File: src/verilog/draw_pkg.sv
// ******************************
// draw_pkg: coordinate, command and pixel types
// shared by the line drawing blocks
// ******************************

package draw_pkg;

    localparam int CORDW    = 16;  // signed coordinate width
    localparam int CIDXW    = 4;   // colour index width
    localparam int LAT_ADDR = 3;   // bitmap_addr latency in cycles

    // one signed screen coordinate
    typedef logic signed [CORDW-1:0] coord_t;

    // palette index written into the framebuffer
    typedef logic [CIDXW-1:0] cidx_t;

    // line command from the host, 68 bits
    typedef struct packed {
        coord_t x0;    // start point
        coord_t y0;
        coord_t x1;    // end point, drawn too
        coord_t y1;
        cidx_t  cidx;  // colour of every pixel on the line
    } line_cmd_t;

    // one point from the walker, 36 bits
    typedef struct packed {
        coord_t x;
        coord_t y;
        cidx_t  cidx;
    } pixel_t;

endpackage
File: src/verilog/bitmap_addr.sv
// ******************************
// bitmap_addr: pixel to framebuffer address
// three stages, clip and colour carried along
// ******************************
`timescale 1ns/100ps

module bitmap_addr #(
    parameter  int FB_WIDTH  = 160,
    parameter  int FB_HEIGHT = 90,
    localparam int ADDRW     = $clog2(FB_WIDTH * FB_HEIGHT)
) (
    input  logic             clk_sys,
    input  logic             rst_sys,
    input  draw_pkg::pixel_t pix,
    input  logic             pix_valid,
    output logic             we,     // low for clipped points
    output logic [ADDRW-1:0] waddr,
    output draw_pkg::cidx_t  wdata
);

    // stage 1 regs
    draw_pkg::coord_t x1, y1;
    draw_pkg::cidx_t  cidx1;
    logic             v1, clip1;

    // stage 2 regs
    logic [ADDRW-1:0] x2, row2;  // row2 = y * FB_WIDTH
    draw_pkg::cidx_t  cidx2;
    logic             v2, clip2;

    always_ff @(posedge clk_sys) begin
        // stage 1: register point, clip test
        x1    <= pix.x;
        y1    <= pix.y;
        cidx1 <= pix.cidx;
        clip1 <= (pix.x < 0) || (pix.x >= FB_WIDTH) || (pix.y < 0) || (pix.y >= FB_HEIGHT);
        // stage 2: row start, wraps harmlessly for clipped points
        x2    <= ADDRW'(x1);
        row2  <= ADDRW'(y1) * ADDRW'(FB_WIDTH);
        cidx2 <= cidx1;
        clip2 <= clip1;
        // stage 3: final address
        waddr <= row2 + x2;
        wdata <= cidx2;
        if (rst_sys) begin
            v1 <= 1'b0;
            v2 <= 1'b0;
            we <= 1'b0;
        end else begin
            v1 <= pix_valid;
            v2 <= v1;
            we <= v2 && !clip2;  // drop off-screen points
        end
    end

endmodule

File: config.mk
export PLATFORM = sky130hd
export DESIGN_NAME = bitmap_addr
export DESIGN_NICKNAME = d
export VERILOG_FILES = /design/src/verilog/draw_pkg.sv /design/src/verilog/bitmap_addr.sv
export SDC_FILE = /design/constraint.sdc
export NUM_CORES = 1
export LEC_CHECK = 0
export BUFFER_PORTS_ARGS = -buffer_cell sky130_fd_sc_hd__buf_2
export CAP_MARGIN = 20
export CORE_MARGIN = 2
export CORE_UTILIZATION = 46
export DETAILED_ROUTE_END_ITERATION = 6
export HOLD_SLACK_MARGIN = 0.06
export MAX_ROUTING_LAYER = met4
export PLACE_DENSITY = 0.71
export SLEW_MARGIN = 30
export SYNTH_ARGS = -nofsm -noshare
export SYNTH_HDL_FRONTEND = slang
export SYNTH_SLANG_ARGS = --single-unit
File: constraint.sdc
create_clock -name clk_sys -period 1.6 [get_ports clk_sys]
set_input_delay 0 -clock clk_sys [delete_from_list [all_inputs] [get_ports clk_sys]]
set_output_delay 0 -clock clk_sys [all_outputs]
set_load 0.01 [all_outputs]
==> results.json <==
{
  "path_clk_slew_ps": 80,
  "post_synth_num_cell_types": 30,
  "drt-pass1-iter-count": 4,
  "fill_cells": 303,
  "avgViaCountPerCell": 4.32,
  "hold_viol_final": 0,
  "yosysTopAreaCellShare": 0.686,
  "fin_cells": 344,
  "clkSinkCount": 77,
  "netlist_instances": 161,
  "end_kind": "flip-flop",
  "drtIter0Drc": 58,
  "synthesis.area_um2": 2250,
  "post-place-ws_ps": -87.6,
  "cts_root_buf": "clkbuf_8",
  "routed_wl_um": 4080,
  "cts_tree": "done",
  "skew_ps": 8.28,
  "cp_max_fo": 2,
  "grt_start_max_net_pins": 15,
  "worst_slew_pin_slew_ps": 328,
  "post-cts-setup-buffer-count": 0,
  "r2r_start": "y1[2]",
  "synth_area_leader_cell": "dfxtp_1",
  "finalWorstPathRequiredPeriod_ps": 1600,
  "worstHoldPathType": "in -> reg",
  "antenna_cells": 0,
  "timing.hold.ws_ps": 283,
  "dp_hpwl_um": 2380,
  "maxSlewViolCount": 0,
  "synth_top_cells_by_area": "dfxtp_1 (69%), ha_1 (11%), xnor2_1 (3.1%), fa_1 (1.8%), a21oi_1 (1.6%)",
  "rows": 25,
  "cts_buffer_depth": 2,
  "design_area_um2": 3400,
  "core_um2": 4720,
  "placed_cells": 290,
  "status": "finished, violations left",
  "grt_pass1_wl_um": 6090,
  "dpl_cell_area_um2": 2660,
  "die_h_um": 73.9,
  "avgSynthCellArea_um2": 14.0,
  "cellLeakagePower_uw": 0.00148,
  "crit_path_start_kind": "flip-flop",
  "grt_pass1_vias": 1421,
  "cts-htree-levels": 3,
  "mostFrequentLayoutCell": "dfxtp_1",
  "final_layout_size_suffix_gt1_frac": 0.375,
  "syn_nets": 221,
  "cap_violations": 0,
  "multiInputGateArea_um2": 851,
  "final_antenna_net_count": 0,
  "area_delta_synth_final_pct": 51.4,
  "reg2reg_depth": 6,
  "fmax_mhz": 623,
  "post_drt_wl_per_cell_um": 11.9,
  "num_vias": 1485,
  "gp_congestion": 0.732,
  "seq_area_um2": 1550,
  "clkLatencyLatePin_ps": 350,
  "fin_crit_sh": 1.00,
  "cp.arrival_ps": 1880,
  "timing.final.ws_setup_ps": -4.14,
  "start_util": 0.476,
  "cts_buffers": 9,
  "peakVddDrop_uv": 828,
  "mostFrequentLayoutCells": "dfxtp_1 (73), buf_2 (57), dlygate4sd3_1 (38)",
  "power_uw": 4410,
  "violations": "negative setup slack",
  "grt_overflow_total": 0,
  "die-area_um2": 5460,
  "cp.required_ps": 1880,
  "grtUsageTotal": 0.164,
  "power_density_nw_per_um2": 1290,
  "antenna_found_initial": 0,
  "nets": 332,
  "path_class": "reg -> reg",
  "port_buffers": 57,
  "post-route-drc-count": 0,
  "min_from": "pix[0]",
  "setup_viol": 1,
  "die_width_um": 73.9,
  "yosysWarningCount": 0,
  "whs_path_depth": 2,
  "max_slew_margin": 0.780,
  "ioPinCount": 58,
  "startpoint": "y1[2]",
  "grt_setup_unrepaired": "true",
  "synth-seq-cells": 77,
  "seq_area_frac_synth": 0.686
}
[repair_timing]
item / CTS / global route
hold buffers: 37 / 3
setup endpoints to repair: 2 / 5
gates resized for setup: 8 / 15
hold endpoints to repair: 31 / 1
pin swaps: 4 / 14
[logic make-up after synthesis]
| family | count (synthesis) | share of synthesized area |
|---|---|---|
| buffers and inverters | 2 | 0.00334 |
| multiplexers | 1 | 0.00445 |
| XOR/XNOR | 11 | 0.0429 |
| adder cells (fa/ha/maj) | 21 | 0.124 |
| AND/OR/NAND/NOR | 22 | 0.0573 |
| AO/OA/AOI/OAI | 27 | 0.0824 |
| flip-flops | 77 | 0.686 |
[synth_stat cells]
library cell  instances
nor3_1                1
or4_4                 1
nor2_1                5
a31oi_1               1
a21o_1                3
nand4_1               1
nor3b_1               2
dfxtp_1              77
a211oi_2              1
inv_1                 2
a211oi_1              3
a221oi_2              1
ha_1                 19
xnor2_1               8
mux2i_1               1
nand2_1               3
o211a_1               1
nor4_2                1
nor2b_1               2
nand3_1               2
a21boi_1              1
nor4_1                2
o2111ai_1             1
xor2_1                3
and3_1                1
fa_1                  2
a21oi_1               7
o21ai_0               6
o21bai_1              2
nand3b_1              1
[registers in the layout, summed over array words and instances (netlist names)]
signal,flops
cidx1,4
cidx2,4
clip1,1
clip2,1
row2,9
v1,1
v2,1
waddr,14
wdata,4
we,1
x1,14
x2,14
y1,9
[through the flow]
stage / setup TNS [ps] / util
6_report: -4.14 / 0.721
5_1_grt: -101 / 0.721
4_1_cts: -8.50 / 0.697
3_5_place_dp: -129 / 0.564
3_3_place_gp: -86.9 / 0.564
2_1_floorplan: -2.73 / -
[path summary, 6_finish.rpt]
| kind | end | slack, ps |
|---|---|---|
| worst min register to register | x2[12] | 330 |
| worst max register to register | row2[12] | -4 |
| worst min-delay path | cidx1[0] | 280 |
| worst max-delay path | row2[12] | -4 |
[report_power, final]
group | switching [µW] | internal, µW
Combinational | 351 | 411
Sequential | 54.4 | 2120
Clock | 701 | 773
Total | 1110 | 3300
[worst max-delay path, cell delays in order, from the launching register on]
cell and delay [ps]:
dfxtp_2 350, ha_1 220, ha_4 180, fa_2 330
a21o_1 200, a21oi_2 150, xnor2_1 120
[routing by layer]
layer,track usage,share of wire
met3,0.0754,0.055
met4,0.0788,0.030
met5,-,0
met1,0.171,0.40
met2,0.261,0.52
[layout make-up]
| cell class | instances | area share |
|---|---|---|
| Timing Repair Buffer | 100 | 0.207 |
| Multi-Input combinational cell | 82 | 0.250 |
| Inverter | 2 | 0.00221 |
| Clock buffer | 10 | 0.0404 |
| Tap cell | 67 | 0.0246 |
| Clock inverter | 6 | 0.0210 |
| Sequential cell | 77 | 0.455 |
Power figures use the tool's default switching activity.
