### config.mk
export PLATFORM = sky130hd
export DESIGN_NAME = draw_ctrl
export DESIGN_NICKNAME = d
export VERILOG_FILES = /design/src/verilog/draw_pkg.sv /design/src/verilog/draw_ctrl.sv
export SDC_FILE = /design/constraint.sdc
export NUM_CORES = 1
export LEC_CHECK = 0
export ABC_CLOCK_PERIOD_IN_PS = 8000
export BUFFER_PORTS_ARGS = -buffer_cell sky130_fd_sc_hd__buf_2
export CAP_MARGIN = 40
export CORE_ASPECT_RATIO = 2
export CORE_MARGIN = 2
export CORE_UTILIZATION = 47
export DETAILED_ROUTE_END_ITERATION = 16
export HOLD_SLACK_MARGIN = 0.02
export MAX_ROUTING_LAYER = met4
export PLACE_DENSITY_LB_ADDON = 0.12
export SYNTH_ARGS = -nofsm -noshare
export SYNTH_HDL_FRONTEND = slang
export SYNTH_SLANG_ARGS = --single-unit
### constraint.sdc
create_clock -name clk_sys -period 8 [get_ports clk_sys]
set_clock_uncertainty 0.2 [all_clocks]
set_input_delay 0.4 -clock clk_sys [delete_from_list [all_inputs] [get_ports clk_sys]]
set_output_delay 0.4 -clock clk_sys [all_outputs]
set_load 0.02 [all_outputs]
### src/verilog/draw_pkg.sv
// ******************************
// draw_pkg: coordinate, command and pixel types
// shared by the line drawing blocks
// ******************************

package draw_pkg;

    localparam int CORDW    = 16;  // signed coordinate width
    localparam int CIDXW    = 4;   // colour index width
    localparam int LAT_ADDR = 3;   // bitmap_addr latency in cycles

    // one signed screen coordinate
    typedef logic signed [CORDW-1:0] coord_t;

    // palette index written into the framebuffer
    typedef logic [CIDXW-1:0] cidx_t;

    // line command from the host, 68 bits
    typedef struct packed {
        coord_t x0;    // start point
        coord_t y0;
        coord_t x1;    // end point, drawn too
        coord_t y1;
        cidx_t  cidx;  // colour of every pixel on the line
    } line_cmd_t;

    // one point from the walker, 36 bits
    typedef struct packed {
        coord_t x;
        coord_t y;
        cidx_t  cidx;
    } pixel_t;

endpackage
### src/verilog/draw_ctrl.sv
// ******************************
// draw_ctrl: req/ack handshake FSM
// starts the walker, waits for the write pipe to drain
// ******************************
`timescale 1ns/100ps

module draw_ctrl (
    input  logic                clk_sys,
    input  logic                rst_sys,
    input  logic                req,    // four-phase request from host
    input  draw_pkg::line_cmd_t cmd,    // stable while req high
    output logic                ack,
    output logic                busy,
    output logic                start,  // one-cycle walker load
    output draw_pkg::line_cmd_t cmd_q,  // latched command
    output logic                run,    // pacing enable
    input  logic                done    // end point left the walker
);

    localparam int DW = (draw_pkg::LAT_ADDR > 1) ? $clog2(draw_pkg::LAT_ADDR) : 1;

    typedef enum logic [1:0] {IDLE, DRAW, DRAIN, ACK} state_t;
    state_t state;

    logic [DW-1:0] cnt_drain;  // cycles spent in DRAIN

    always_ff @(posedge clk_sys) begin
        start <= 1'b0;  // pulse by default
        if (rst_sys) begin
            state     <= IDLE;
            ack       <= 1'b0;
            busy      <= 1'b0;
            run       <= 1'b0;
            start     <= 1'b0;
            cnt_drain <= '0;
        end else begin
            case (state)
                IDLE: if (req) begin  // ack already low here
                    cmd_q <= cmd;
                    start <= 1'b1;
                    run   <= 1'b1;
                    busy  <= 1'b1;
                    state <= DRAW;
                end
                DRAW: if (done) begin
                    run       <= 1'b0;  // no more steps needed
                    cnt_drain <= '0;
                    state     <= DRAIN;
                end
                DRAIN: begin
                    // last pixel reaches the RAM LAT_ADDR cycles after done
                    if (cnt_drain == DW'(draw_pkg::LAT_ADDR - 1)) begin
                        ack   <= 1'b1;
                        busy  <= 1'b0;
                        state <= ACK;
                    end else begin
                        cnt_drain <= cnt_drain + 1'b1;
                    end
                end
                ACK: if (!req) begin  // host let go, drop ack next cycle
                    ack   <= 1'b0;
                    state <= IDLE;
                end
                default: state <= IDLE;
            endcase
        end
    end

    // ack only answers a live request
    a_ack_needs_req: assert property (@(posedge clk_sys) disable iff (rst_sys)
        $rose(ack) |-> req);

endmodule

==> impl_metrics.ini <==
[critical_path]
crit_required_ns = 7.77
criticalPathCategory = reg2reg
timing.critical_path.to = cmd_q[0]$_DFFE_PP_
end_kind = flip-flop
ff2ff_path_depth = 4
r2r_slack_ns = 5.81
crit_arrival_ns = 1.96
critPathSlowestCell = buf_4
worstSetupPathDepth = 4
critical-path-top-delay-family = buffers and inverters
critPathLaunchType = flip-flop
critPathMaxStageDelay_ns = 0.65
worstPathCellList = inv_1, ha_1, and3_2, buf_4
rr_endpoint = cmd_q[0]$_DFFE_PP_
crit_start = state[0]$_SDFFE_PP0P_
cp_num_buf_inv = 2
worstReg2RegStart = state[0]$_SDFFE_PP0P_
crit_fanout = 68

[logic_synthesis]
ys_warn_count = 0
synth_top_cell_by_area = edfxtp_1
avgSynthCellArea_um2 = 20.97
synth_area_leaders = edfxtp_1, dfxtp_1, ha_1
ys_seq_elements = 76
syn_area_um2 = 2600
syn_inst = 124
synth_nets = 205
synth_cell_types = 26
yosysTopAreaCellShare_pct = 78.54
seq_area_frac_synth_pct = 84.70

[final_layout]
finish.utilization_pct = 77.27
num-nets-final = 421
multi_input_area_um2 = 376.6
regArea_um2 = 2202
most-common-layout-cells = buf_2, edfxtp_1, dlygate4sd3_1
area_growth_pct = 59.67
final_area_um2 = 4151
layout_commonest_cell = buf_2
drive_above_1_share_pct = 47.51
diodes = 0
fill_cells = 344

[cts]
cts_buffer_depth = 2
cts_root_buffer = clkbuf_8
clkLatencyLatePin_ns = 0.34
cts-htree-levels = 3
cts_tree = built
cts_resized = 0
clk_pin_slew_ns = 0.07
cts.sinks = 76
cts_buffers = 9

[floorplanning]
die_y_um = 109.2
die_width_um = 56.59
num_rows = 38
die-area_um2 = 6179
core_um2 = 5373
initial_core_util_pct = 48.39
io_pins = 144

[timing]
hold_viol_final = 0
fin_crit_sh_pct = 27.38
fmax_mhz = 456.5
tns_ns = 0
post-route-min-period_ns = 2.191
worst_pin_slew_ns = 0.8319
finalSetupViolCount = 0
rsz0062_at_grt = false
drv_slew = 0
slew_headroom_pct = 44.54

[global_routing]
grt.overflow.total = 0
grtUsageTotal_pct = 21.64
grt_max_degree = 69
first_global_vias = 1869
antenna_found_initial = 0
grt_pass1_wl_um = 9135

[pwr]
p_leak_nw = 1.765
irDropWorstVdd_mv = 0.2141
power_density_nw_per_um2 = 251.9

[drt]
drt-initial-drc-count = 55
ant_nets = 0
wl_per_cell_um = 16.24
via_per_inst = 4.743
drt-pass1-iter-count = 4
wl_um = 6514
num_vias = 1902
drcViolationCount = 0

[place]
placed_area_um2 = 3396
portBuffers = 143
gp_congestion = 0.7710
place_hpwl_um = 4182

[job]
cap_violations = 0

[min_path]
hold_path.class = in2reg

[status]
status = finished clean
cell families (layout without fill, tap and decap cells):
| kind of cell | count (synthesis) | count (layout) | synth area share, % |
|---|---|---|---|
| muxes | 4 | 4 | 1.588 |
| and+or+nand+nor | 18 | 18 | 4.524 |
| adders and majority gates | 9 | 9 | 4.331 |
| buffers and inverters | 6 | 223 | 0.8662 |
| DFF | 76 | 76 | 84.70 |
| AOI/OAI and AO/OA | 11 | 11 | 3.995 |
synthesized netlist by cell type:
cell,count
a2111oi_4,1
a211oi_1,1
a21oi_1,1
a32o_1,1
and2_4,1
and3_1,2
clkbuf_1,1
dfxtp_1,8
edfxtp_1,68
ha_1,9
inv_1,5
mux2_2,1
mux2i_1,3
nand2_1,5
nand3_1,1
nor2_1,2
nor2_2,1
nor2b_1,1
nor2b_4,2
o21ai_0,2
o21ai_1,2
o311ai_1,2
o41ai_2,1
or3_1,1
or3_4,1
or4_1,1
worst min path at each step:
stage                                    from                         to  cells past startpoint
finish                                 cmd[5]         cmd_q[5]$_DFFE_PP_                      1
global route                          cmd[66]        cmd_q[66]$_DFFE_PP_                      1
CTS                                   cmd[60]        cmd_q[60]$_DFFE_PP_                      1
detailed placement           ack$_SDFFE_PP0P_           ack$_SDFFE_PP0P_                      2
global placement             ack$_SDFFE_PP0P_           ack$_SDFFE_PP0P_                      2
floorplan           cnt_drain[0]$_SDFFE_PP0P_  cnt_drain[0]$_SDFFE_PP0P_                      2
area by class of cell:
type | instances | area share (%)
Clock buffer | 11 | 3.165
Clock inverter | 1 | 0.09042
Timing Repair Buffer | 206 | 32.37
Multi-Input combinational cell | 42 | 9.072
Sequential cell | 76 | 53.04
Tap cell | 60 | 1.808
Inverter | 5 | 0.4521
per-stage QoR:
| stage | instances | setup slack [ns] | hold slack (ns) | total power [mW] |
|---|---|---|---|---|
| final | 401 | 5.809 | 0.04598 | 1.046 |
| after detailed placement | 327 | 5.734 | 0.2466 | 0.8046 |
| after floorplan | 124 | 4.980 | 0.2457 | 0.7114 |
| after global placement | 327 | 5.775 | 0.2550 | 0.7987 |
| after global routing | 401 | 5.675 | 0.02113 | 1.096 |
| after CTS | 395 | 5.803 | 0.02009 | 1.051 |
where the power goes:
part	switching (mW)	internal [mW]	total (mW)
Sequential	0.0219	0.506	0.528
Clock	0.120	0.105	0.225
Combinational	0.175	0.117	0.293
Total	0.317	0.728	1.05
layer usage:
layer | vias up | track usage (%) | share of wire [%]
met1 | 893 | 19.95 | 33
li1 | 903 | - | -
met5 | - | - | 0
met4 | 0 | 11.05 | 2.6
met2 | 90 | 37.96 | 57
met3 | 16 | 8.185 | 7.2
timing repair:
item | in CTS | in global routing
hold endpoints to repair | 56 | 6
hold buffers | 56 | 6
buffers inserted | 0 | 0
sequential cells by signal, summed over array words and instances, names as in the netlist:
| name | cells |
|---|---|
| cmd_q | 68 |
| cnt_drain | 2 |
| state | 2 |
| ack | 1 |
| busy | 1 |
| run | 1 |
| start | 1 |
Note: power is estimated with default switching activity, not from simulation.
