## src/verilog/draw_pkg.sv

```systemverilog
// ******************************
// draw_pkg: coordinate, command and pixel types
// shared by the line drawing blocks
// ******************************

package draw_pkg;

    localparam int CORDW    = 16;  // signed coordinate width
    localparam int CIDXW    = 4;   // colour index width
    localparam int LAT_ADDR = 3;   // bitmap_addr latency in cycles

    // one signed screen coordinate
    typedef logic signed [CORDW-1:0] coord_t;

    // palette index written into the framebuffer
    typedef logic [CIDXW-1:0] cidx_t;

    // line command from the host, 68 bits
    typedef struct packed {
        coord_t x0;    // start point
        coord_t y0;
        coord_t x1;    // end point, drawn too
        coord_t y1;
        cidx_t  cidx;  // colour of every pixel on the line
    } line_cmd_t;

    // one point from the walker, 36 bits
    typedef struct packed {
        coord_t x;
        coord_t y;
        cidx_t  cidx;
    } pixel_t;

endpackage
```

## src/verilog/line_walker.sv

```systemverilog
// ******************************
// line_walker: integer Bresenham stepper
// one pixel out per step enable
// ******************************
`timescale 1ns/100ps

module line_walker (
    input  logic                clk_sys,
    input  logic                rst_sys,
    input  logic                start,     // load a new line
    input  draw_pkg::line_cmd_t cmd,
    input  logic                step,      // emit and advance
    output draw_pkg::pixel_t    pix,
    output logic                pix_valid,
    output logic                done       // end point on pix this cycle
);

    localparam int EW = draw_pkg::CORDW + 2;  // room for dx+dy without overflow

    draw_pkg::coord_t x, y;      // current point
    draw_pkg::coord_t xe, ye;    // end point
    draw_pkg::cidx_t  cidx;
    logic             sx, sy;    // 1: step up, 0: step down
    logic             active;    // line loaded, end not yet emitted

    logic signed [EW-1:0] dx, dy, err;
    logic signed [EW:0]   e2;    // twice the error
    logic signed [EW-1:0] dxs, dys;  // raw end point deltas
    logic signed [EW-1:0] dxa, dya;  // |dx|, -|dy|
    logic signed [EW-1:0] add_x, add_y, err_nxt;
    logic                 mv_x, mv_y;

    // setup terms from the command
    always_comb begin
        dxs = $signed(cmd.x1) - $signed(cmd.x0);
        dys = $signed(cmd.y1) - $signed(cmd.y0);
        dxa = (dxs < 0) ? -dxs : dxs;
        dya = (dys < 0) ? dys : -dys;  // dy kept negative
    end

    // one Bresenham decision
    always_comb begin
        e2      = err + err;
        mv_x    = (e2 >= dy);
        mv_y    = (e2 <= dx);
        add_x   = mv_x ? dy : '0;
        add_y   = mv_y ? dx : '0;
        err_nxt = err + add_x + add_y;
    end

    always_ff @(posedge clk_sys) begin
        if (rst_sys) begin
            active    <= 1'b0;
            pix_valid <= 1'b0;
            done      <= 1'b0;
        end else begin
            pix_valid <= 1'b0;
            done      <= 1'b0;
            if (start) begin
                x      <= cmd.x0;
                y      <= cmd.y0;
                xe     <= cmd.x1;
                ye     <= cmd.y1;
                cidx   <= cmd.cidx;
                sx     <= (cmd.x0 < cmd.x1);
                sy     <= (cmd.y0 < cmd.y1);
                dx     <= dxa;
                dy     <= dya;
                err    <= dxa + dya;
                active <= 1'b1;
            end else if (step && active) begin
                pix       <= '{x: x, y: y, cidx: cidx};
                pix_valid <= 1'b1;
                if (x == xe && y == ye) begin  // end point included, then stop
                    done   <= 1'b1;
                    active <= 1'b0;
                end else begin
                    err <= err_nxt;
                    if (mv_x) x <= sx ? x + 1'b1 : x - 1'b1;
                    if (mv_y) y <= sy ? y + 1'b1 : y - 1'b1;
                end
            end
        end
    end

    // once a line finishes, no pixel until the next one is loaded
    a_quiet_after_done: assert property (@(posedge clk_sys) disable iff (rst_sys)
        done |=> (!pix_valid until start));

endmodule

```

## config.mk

```make
export PLATFORM = sky130hd
export DESIGN_NAME = line_walker
export DESIGN_NICKNAME = d
export VERILOG_FILES = /design/src/verilog/draw_pkg.sv /design/src/verilog/line_walker.sv
export SDC_FILE = /design/constraint.sdc
export NUM_CORES = 1
export LEC_CHECK = 0
export BUFFER_PORTS_ARGS = -buffer_cell sky130_fd_sc_hd__buf_4
export CORE_ASPECT_RATIO = 1.1
export CORE_MARGIN = 2
export CORE_UTILIZATION = 56
export DETAILED_ROUTE_END_ITERATION = 7
export PLACE_DENSITY = 0.78
export SETUP_SLACK_MARGIN = 0.1
export SYNTH_ARGS = -nofsm -noshare
export SYNTH_HDL_FRONTEND = slang
export SYNTH_SLANG_ARGS = --single-unit
```

## constraint.sdc

```tcl
create_clock -name clk_sys -period 13.18 [get_ports clk_sys]
set_clock_uncertainty 0.05 [all_clocks]
set_input_delay 2.636 -clock clk_sys [delete_from_list [all_inputs] [get_ports clk_sys]]
set_output_delay 2.636 -clock clk_sys [all_outputs]
set_load 0.01 [all_outputs]
```

==> results of run 1 <==
==> routing by layer <==
| metal | vias to the layer above | wire, um | GRT usage |
|---|---|---|---|
| li1 | 4767 | - | - |
| met1 | 4655 | 14100 | 0.370 |
| met2 | 349 | 14900 | 0.448 |
| met3 | 65 | 1780 | 0.0406 |
| met4 | 0 | 1190 | 0.116 |
| met5 | - | 0 | 0 |
==> cell type report <==
| type | instances | area, um^2 | share of cell area |
|---|---|---|---|
| Clock buffer | 18 | 429 | 0.0302 |
| Clock inverter | 14 | 168 | 0.0118 |
| Inverter | 115 | 432 | 0.0304 |
| Multi-Input combinational cell | 948 | 7090 | 0.498 |
| Sequential cell | 163 | 4860 | 0.342 |
| Tap cell | 295 | 369 | 0.0260 |
| Timing Repair Buffer | 116 | 871 | 0.0612 |
==> registers in the layout (all words and copies together) (netlist names), 4 cells and up <==
name / count
ye: 16
dy: 18
y: 16
cidx: 4
err: 18
dx: 18
pix: 36
x: 16
xe: 16
==> how the worst min path moves through the flow <==
stage | startpoint | to | slack, ns | cells after the start
6_report | cidx[0] | pix[0] | 0.37 | 0
5_1_grt | cidx[0] | pix[0] | 0.38 | 0
4_1_cts | cidx[1] | pix[1] | 0.37 | 0
3_5_place_dp | cidx[1] | pix[1] | 0.36 | 0
3_3_place_gp | cidx[3] | pix[3] | 0.35 | 0
2_1_floorplan | cidx[0] | pix[0] | 0.35 | 0
==> logic make-up after synthesis <==
group / Yosys count / synth area share
compound gates: 319 / 0.161
xor+xnor: 136 / 0.0969
fa+ha+maj: 156 / 0.171
buf+inv: 135 / 0.0407
flops: 163 / 0.391
mux: 9 / 0.00785
other cells: 1 / 0.000302
simple gates: 327 / 0.131
==> where the power goes <==
group          internal [W]  switching, W  total [W]
clock network      0.000286      0.000226   0.000513
logic              0.000769       0.00104    0.00181
registers          0.000712     0.0000698   0.000782
total               0.00177       0.00134    0.00310
==> stage by stage <==
stage               hold slack, ns  cells  total power [W]  area [um^2]   util
floorplan                    0.350   1246          0.00212        12400      -
global placement             0.352   1637          0.00250        13600  0.620
detailed placement           0.357   1637          0.00255        13600  0.620
CTS                          0.374   1669          0.00308        14200  0.647
global route                 0.380   1669          0.00335        14200  0.647
finish                       0.372   1669          0.00310        14200  0.647
==> cells in the mapped netlist (all sizes together), types with 9 or more instances <==
cell type  number  area share
nor3           24       0.010
o21a           22       0.013
nand3          20      0.0080
a211oi         12      0.0072
o21ai          84       0.034
xor2           70       0.049
nand2b         13      0.0065
fa             23       0.037
nand4          14      0.0070
o211ai          9      0.0054
nor2b          20       0.011
nand2          86       0.026
o31ai           9      0.0054
inv           115       0.035
ha            133        0.13
a21oi          94       0.038
xnor2          65       0.046
a31oi          11      0.0055
nor2           90       0.027
edfxtp        160        0.39
nor4           12      0.0060
clkbuf         16      0.0048
o21bai         12      0.0072
a21o           19       0.011
==> worst max-delay path, stage by stage <==
cell and delay (ns):
buf_4 0.11, inv_1 0.06, ha_1 0.22, inv_1 0.08, fa_1 0.43, a21o_1 0.19, a21oi_1 0.14, o21a_1 0.22
o31a_1 0.28, nor2_1 0.11, o31a_1 0.44, o21ai_0 0.57, ha_1 0.35, a21oi_1 0.25, o211ai_1 0.14, a21oi_1 0.28
a21oi_1 0.19, a2111oi_0 0.51, o21bai_1 0.13, a21oi_1 0.18, xor2_1 0.16, mux2i_1 0.09
==> flow_summary.toml, run 1 <==
[synthesis]
synth_cell_type_count = 72
ys_seq_elements = 163
avgSynthCellArea_um2 = 9.98
ys_warn_count = 0
netlist_area_um2 = 12400
async_reset_ff_frac = 0
synth_ff_type = "edfxtp_1"
ys_seq_area_frac = 0.391
synth_edf_count = 160
syn_inst = 1246
synthesis.nets = 1474

[worst_setup_path]
arrival_ns = 7.78
worst_r2r_startpoint = "err[15]"
crit_end = "err[17]"
reg2reg_slack_ns = 7.57
r2r-end = "err[15]"
critical_path_class = "input pin to flop"
crit_start = "cmd[4]"
cp_max_fo = 12
crit_required_ns = 13.29
crit_path_end_kind = "flop"
reg2reg_depth = 19
cp-start-kind = "input pin"

[clock_network]
postCtsSetupBuffers = 0
clock-sinks = 163
post_cts_resize_count = 0
htree_levels = 4
cts_hold_buf = 0
cts_buffers = 17
tritoncts = "built"
clock_latency_ns = 0.44
root_buffer = "clkbuf_16"
clk_path_buf_depth = 2
clk_pin_slew_ns = 0.07

[cells_and_area]
num-fill-cells = 1815
antenna_cells = 0
final_nets = 1589
final_common_cell = "edfxtp_1"
final_cell_mix = "160 x edfxtp_1, 133 x ha_1, 116 x buf_4"
drive_gt1_frac = 0.125
syn_to_final_growth_pct = 14.3

[sta]
fin_ws_ns = 5.51
worst_slew_pin_slew_ns = 1.11
fin_tns_setup_ns = 0
maxSlewHeadroom = 0.255
setup_viol = 0
drv_slew = 0
finalHoldViolCount = 0
post-route-period-util = 0.582
rsz0062_at_grt = "no"
fmax_mhz = 130
min_period_ns = 7.67

[floorplanning]
rows = 57
ioPinCount = 110
start_util = 0.566
die_w_um = 146
dieHeight_um = 160
design.die.area_um2 = 23400
core-area_um2 = 22000

[placement]
place_ws_ns = 5.16
port_buffers = 109
hpwl_mm = 25.1
gp_congestion = 0.954

[grt]
track_usage = 0.275
grt_max_degree = 56
antenna_found_initial = 0
grt_pass1_wl_mm = 50.3
grt.overflow.total = 0
grt_pass1_vias = 9583

[power_and_ir_drop]
power.density_nw_per_um2 = 218
ir_worst_vdd_mv = 0.117
p_leak_nw = 5.97

[routing]
detail-route-antenna-nets = 0
drcViolationCount = 0
dr.pass1.iters = 5
vias_per_cell = 5.89
post_drt_wl_per_cell_um = 19.1
drtIter0Drc = 632
vias = 9836
wl_mm = 31.9

[min_path]
hp-class = "flop to flop"

[run_status]
status = "complete, no violations"

[job]
max_cap_violations = 0
No activity file was read; power rests on OpenSTA's default activity.
==> inputs of run 2 (changes only) <==
--- a/config.mk
+++ b/config.mk
@@ -8,9 +8,9 @@
 export BUFFER_PORTS_ARGS = -buffer_cell sky130_fd_sc_hd__buf_4
 export CORE_ASPECT_RATIO = 1.1
 export CORE_MARGIN = 2
-export CORE_UTILIZATION = 56
+export CORE_UTILIZATION = 55
 export DETAILED_ROUTE_END_ITERATION = 7
-export PLACE_DENSITY = 0.78
+export PLACE_DENSITY = 0.79
 export SETUP_SLACK_MARGIN = 0.1
 export SYNTH_ARGS = -nofsm -noshare
 export SYNTH_HDL_FRONTEND = slang
==> constraint.sdc (replaced) <==
create_clock -name clk_sys -period 6.95 [get_ports clk_sys]
set_clock_uncertainty 0.05 [all_clocks]
set_input_delay 1.39 -clock clk_sys [delete_from_list [all_inputs] [get_ports clk_sys]]
set_output_delay 1.39 -clock clk_sys [all_outputs]
set_load 0.01 [all_outputs]
==> flow_summary.toml, run 2 (synthesized netlist as in run 1, its figures left out) <==
[cells_and_area]
antenna_cells = 0
largest_reg_flops = 36
top_register = "pix"
stdcell_count = 1671
final_nets = 1592
drive_gt1_frac = 0.129
syn_to_final_growth_pct = 14.6
final_common_cell = "edfxtp_1"
final_cell_mix = "160 x edfxtp_1, 133 x ha_1, 118 x buf_4"
num-fill-cells = 1789

[worst_setup_path]
cp_max_fo = 12
cp-start-kind = "input pin"
cpMostUsedCell = "a21oi_1"
crit_required_ns = 7.06
critical-path-max-stage-delay_ns = 0.45
reg2reg_depth = 18
crit_buf_inv = 3
critical-path-slowest-cell = "a2111oi_0"
r2r-end = "err[15]"
worst_r2r_startpoint = "err[15]"
crit_family = "compound AO/OA/AOI/OAI gates"
critical_path_class = "input pin to flop"
reg2reg_slack_ns = 1.33
path_cells = "buf_4, inv_1, ha_1, inv_1, fa_1, a21o_1, a21oi_1, o21a_1, o31a_1, nor2_1, o31a_1, o21ai_1, ha_1, a21oi_1, o211ai_1, a21oi_1, a21oi_1, a2111oi_0, o21bai_1, a21oi_1, xor2_1, mux2i_1"
crit_path_end_kind = "flop"
arrival_ns = 6.34

[clock_network]
root_buffer = "clkbuf_16"
cts_buffers = 17
clock-sinks = 163
clock_latency_ns = 0.44
tritoncts = "built"
htree_levels = 4
clk_pin_slew_ns = 0.08
postCtsSetupBuffers = 0
clk_path_buf_depth = 2

[min_path]
whs_endpoint = "pix[0]"
worstHoldStart = "cidx[0]"
hold-path-cell-count = 0
hp-class = "flop to flop"

[placement]
port_buffers = 109
dp_cells = 1640
hpwl_mm = 25.2
place_ws_ns = 0.184
gp_congestion = 0.943

[floorplanning]
die_w_um = 147
start_util = 0.561
rows = 57
core-area_um2 = 22200
dieHeight_um = 162
ioPinCount = 110
design.die.area_um2 = 23800

[routing]
vias = 9897
dr.pass1.iters = 5
wl_mm = 31.8
drcViolationCount = 0
dr_wl_met2_mm = 15.4
vias_per_cell = 5.92
post_drt_wl_per_cell_um = 19.0
highest_layer = "met4"
drtIter0Drc = 789
met1_length_mm = 13.8
detail-route-antenna-nets = 0
wl_met3_mm = 1.85

[grt]
grt.overflow.total = 0
grt_max_degree = 53
grt_pass1_wl_mm = 50.2
grt_pass1_vias = 9615
antenna_found_initial = 0
track_usage = 0.270

[sta]
post-route-period-util = 0.895
worst_slew_pin_slew_ns = 1.14
min_period_ns = 6.22
fin_ws_ns = 0.728
drv_slew = 0
maxSlewHeadroom = 0.239
rsz0062_at_grt = "no"
finalHoldViolCount = 0
fmax_mhz = 161
setup_viol = 0
fin_tns_setup_ns = 0

[power_and_ir_drop]
p_leak_nw = 5.99
ir_worst_vdd_mv = 0.244
power.density_nw_per_um2 = 412

[run_status]
status = "complete, no violations"

[job]
max_cap_violations = 0
run 2: changes by cell type in the layout (fill, tap and decap cells not counted), sizes merged:
cell,change
clkinvlp,-2
bufinv,-2
inv,+1
buf,+3
clkinv,+3
clkbuf,-1
run 2: worst max path at each step:
stage,startpoint,end,slack [ns],cells after the start
finish,cmd[4],err[17],0.73,22
global route,cmd[4],err[17],0.28,22
CTS,cmd[4],err[17],0.56,22
detailed placement,cmd[4],err[17],0.18,22
global placement,cmd[4],err[17],0.39,22
floorplan,cmd[4],err[17],1.04,22
run 2: layout make-up:
cell class	count	area, um^2	area share
multi-input combinational	948	7090	0.498
sequential	163	4860	0.341
timing repair buffer	119	906	0.0636
inverter	115	432	0.0303
clock buffer	17	425	0.0299
tap	295	369	0.0259
clock inverter	14	158	0.0111
run 2: where the power goes:
group          internal (W)  leakage (nW)  total (W)  switching, W
logic               0.00147          4.18    0.00346       0.00199
clock network      0.000482         0.287   0.000929      0.000447
registers           0.00135          1.52    0.00148      0.000132
total               0.00330          5.99    0.00587       0.00257
run 2: worst register-to-register path, cell delays in order, from the launching register on:
cell       delay, ns
edfxtp_1        0.46
ha_1            0.33
a21o_1          0.16
a211o_1         0.31
a2111oi_0       0.47
a31oi_1         0.36
nor2_1          0.21
fa_1            0.44
ha_1            0.23
inv_1           0.07
fa_1            0.21
nor2b_1         0.05
o21ai_0         0.22
a21boi_0        0.16
o41ai_1         0.69
o211ai_1        0.29
a31oi_1         0.31
xor2_1          0.21
o21ai_0         0.11
run 2: metrics by stage:
step / total power, W / hold slack, ns / util / instance area, um^2
floorplan: 0.00403 / 0.350 / - / 12400
global placement: 0.00478 / 0.351 / 0.616 / 13700
detailed placement: 0.00487 / 0.356 / 0.616 / 13700
CTS: 0.00585 / 0.374 / 0.642 / 14200
global route: 0.00635 / 0.390 / 0.642 / 14200
finish: 0.00587 / 0.375 / 0.642 / 14200
run 2: what timing repair did:
item	CTS	global route
setup endpoints to repair	0	1
gates resized for setup	0	2
hold buffers	0	0
run 2: metal layers:
metal | GRT usage | up-vias
met5 | 0 | -
met4 | 0.0979 | 0
met3 | 0.0362 | 48
met2 | 0.459 | 362
met1 | 0.357 | 4702
li1 | - | 4785
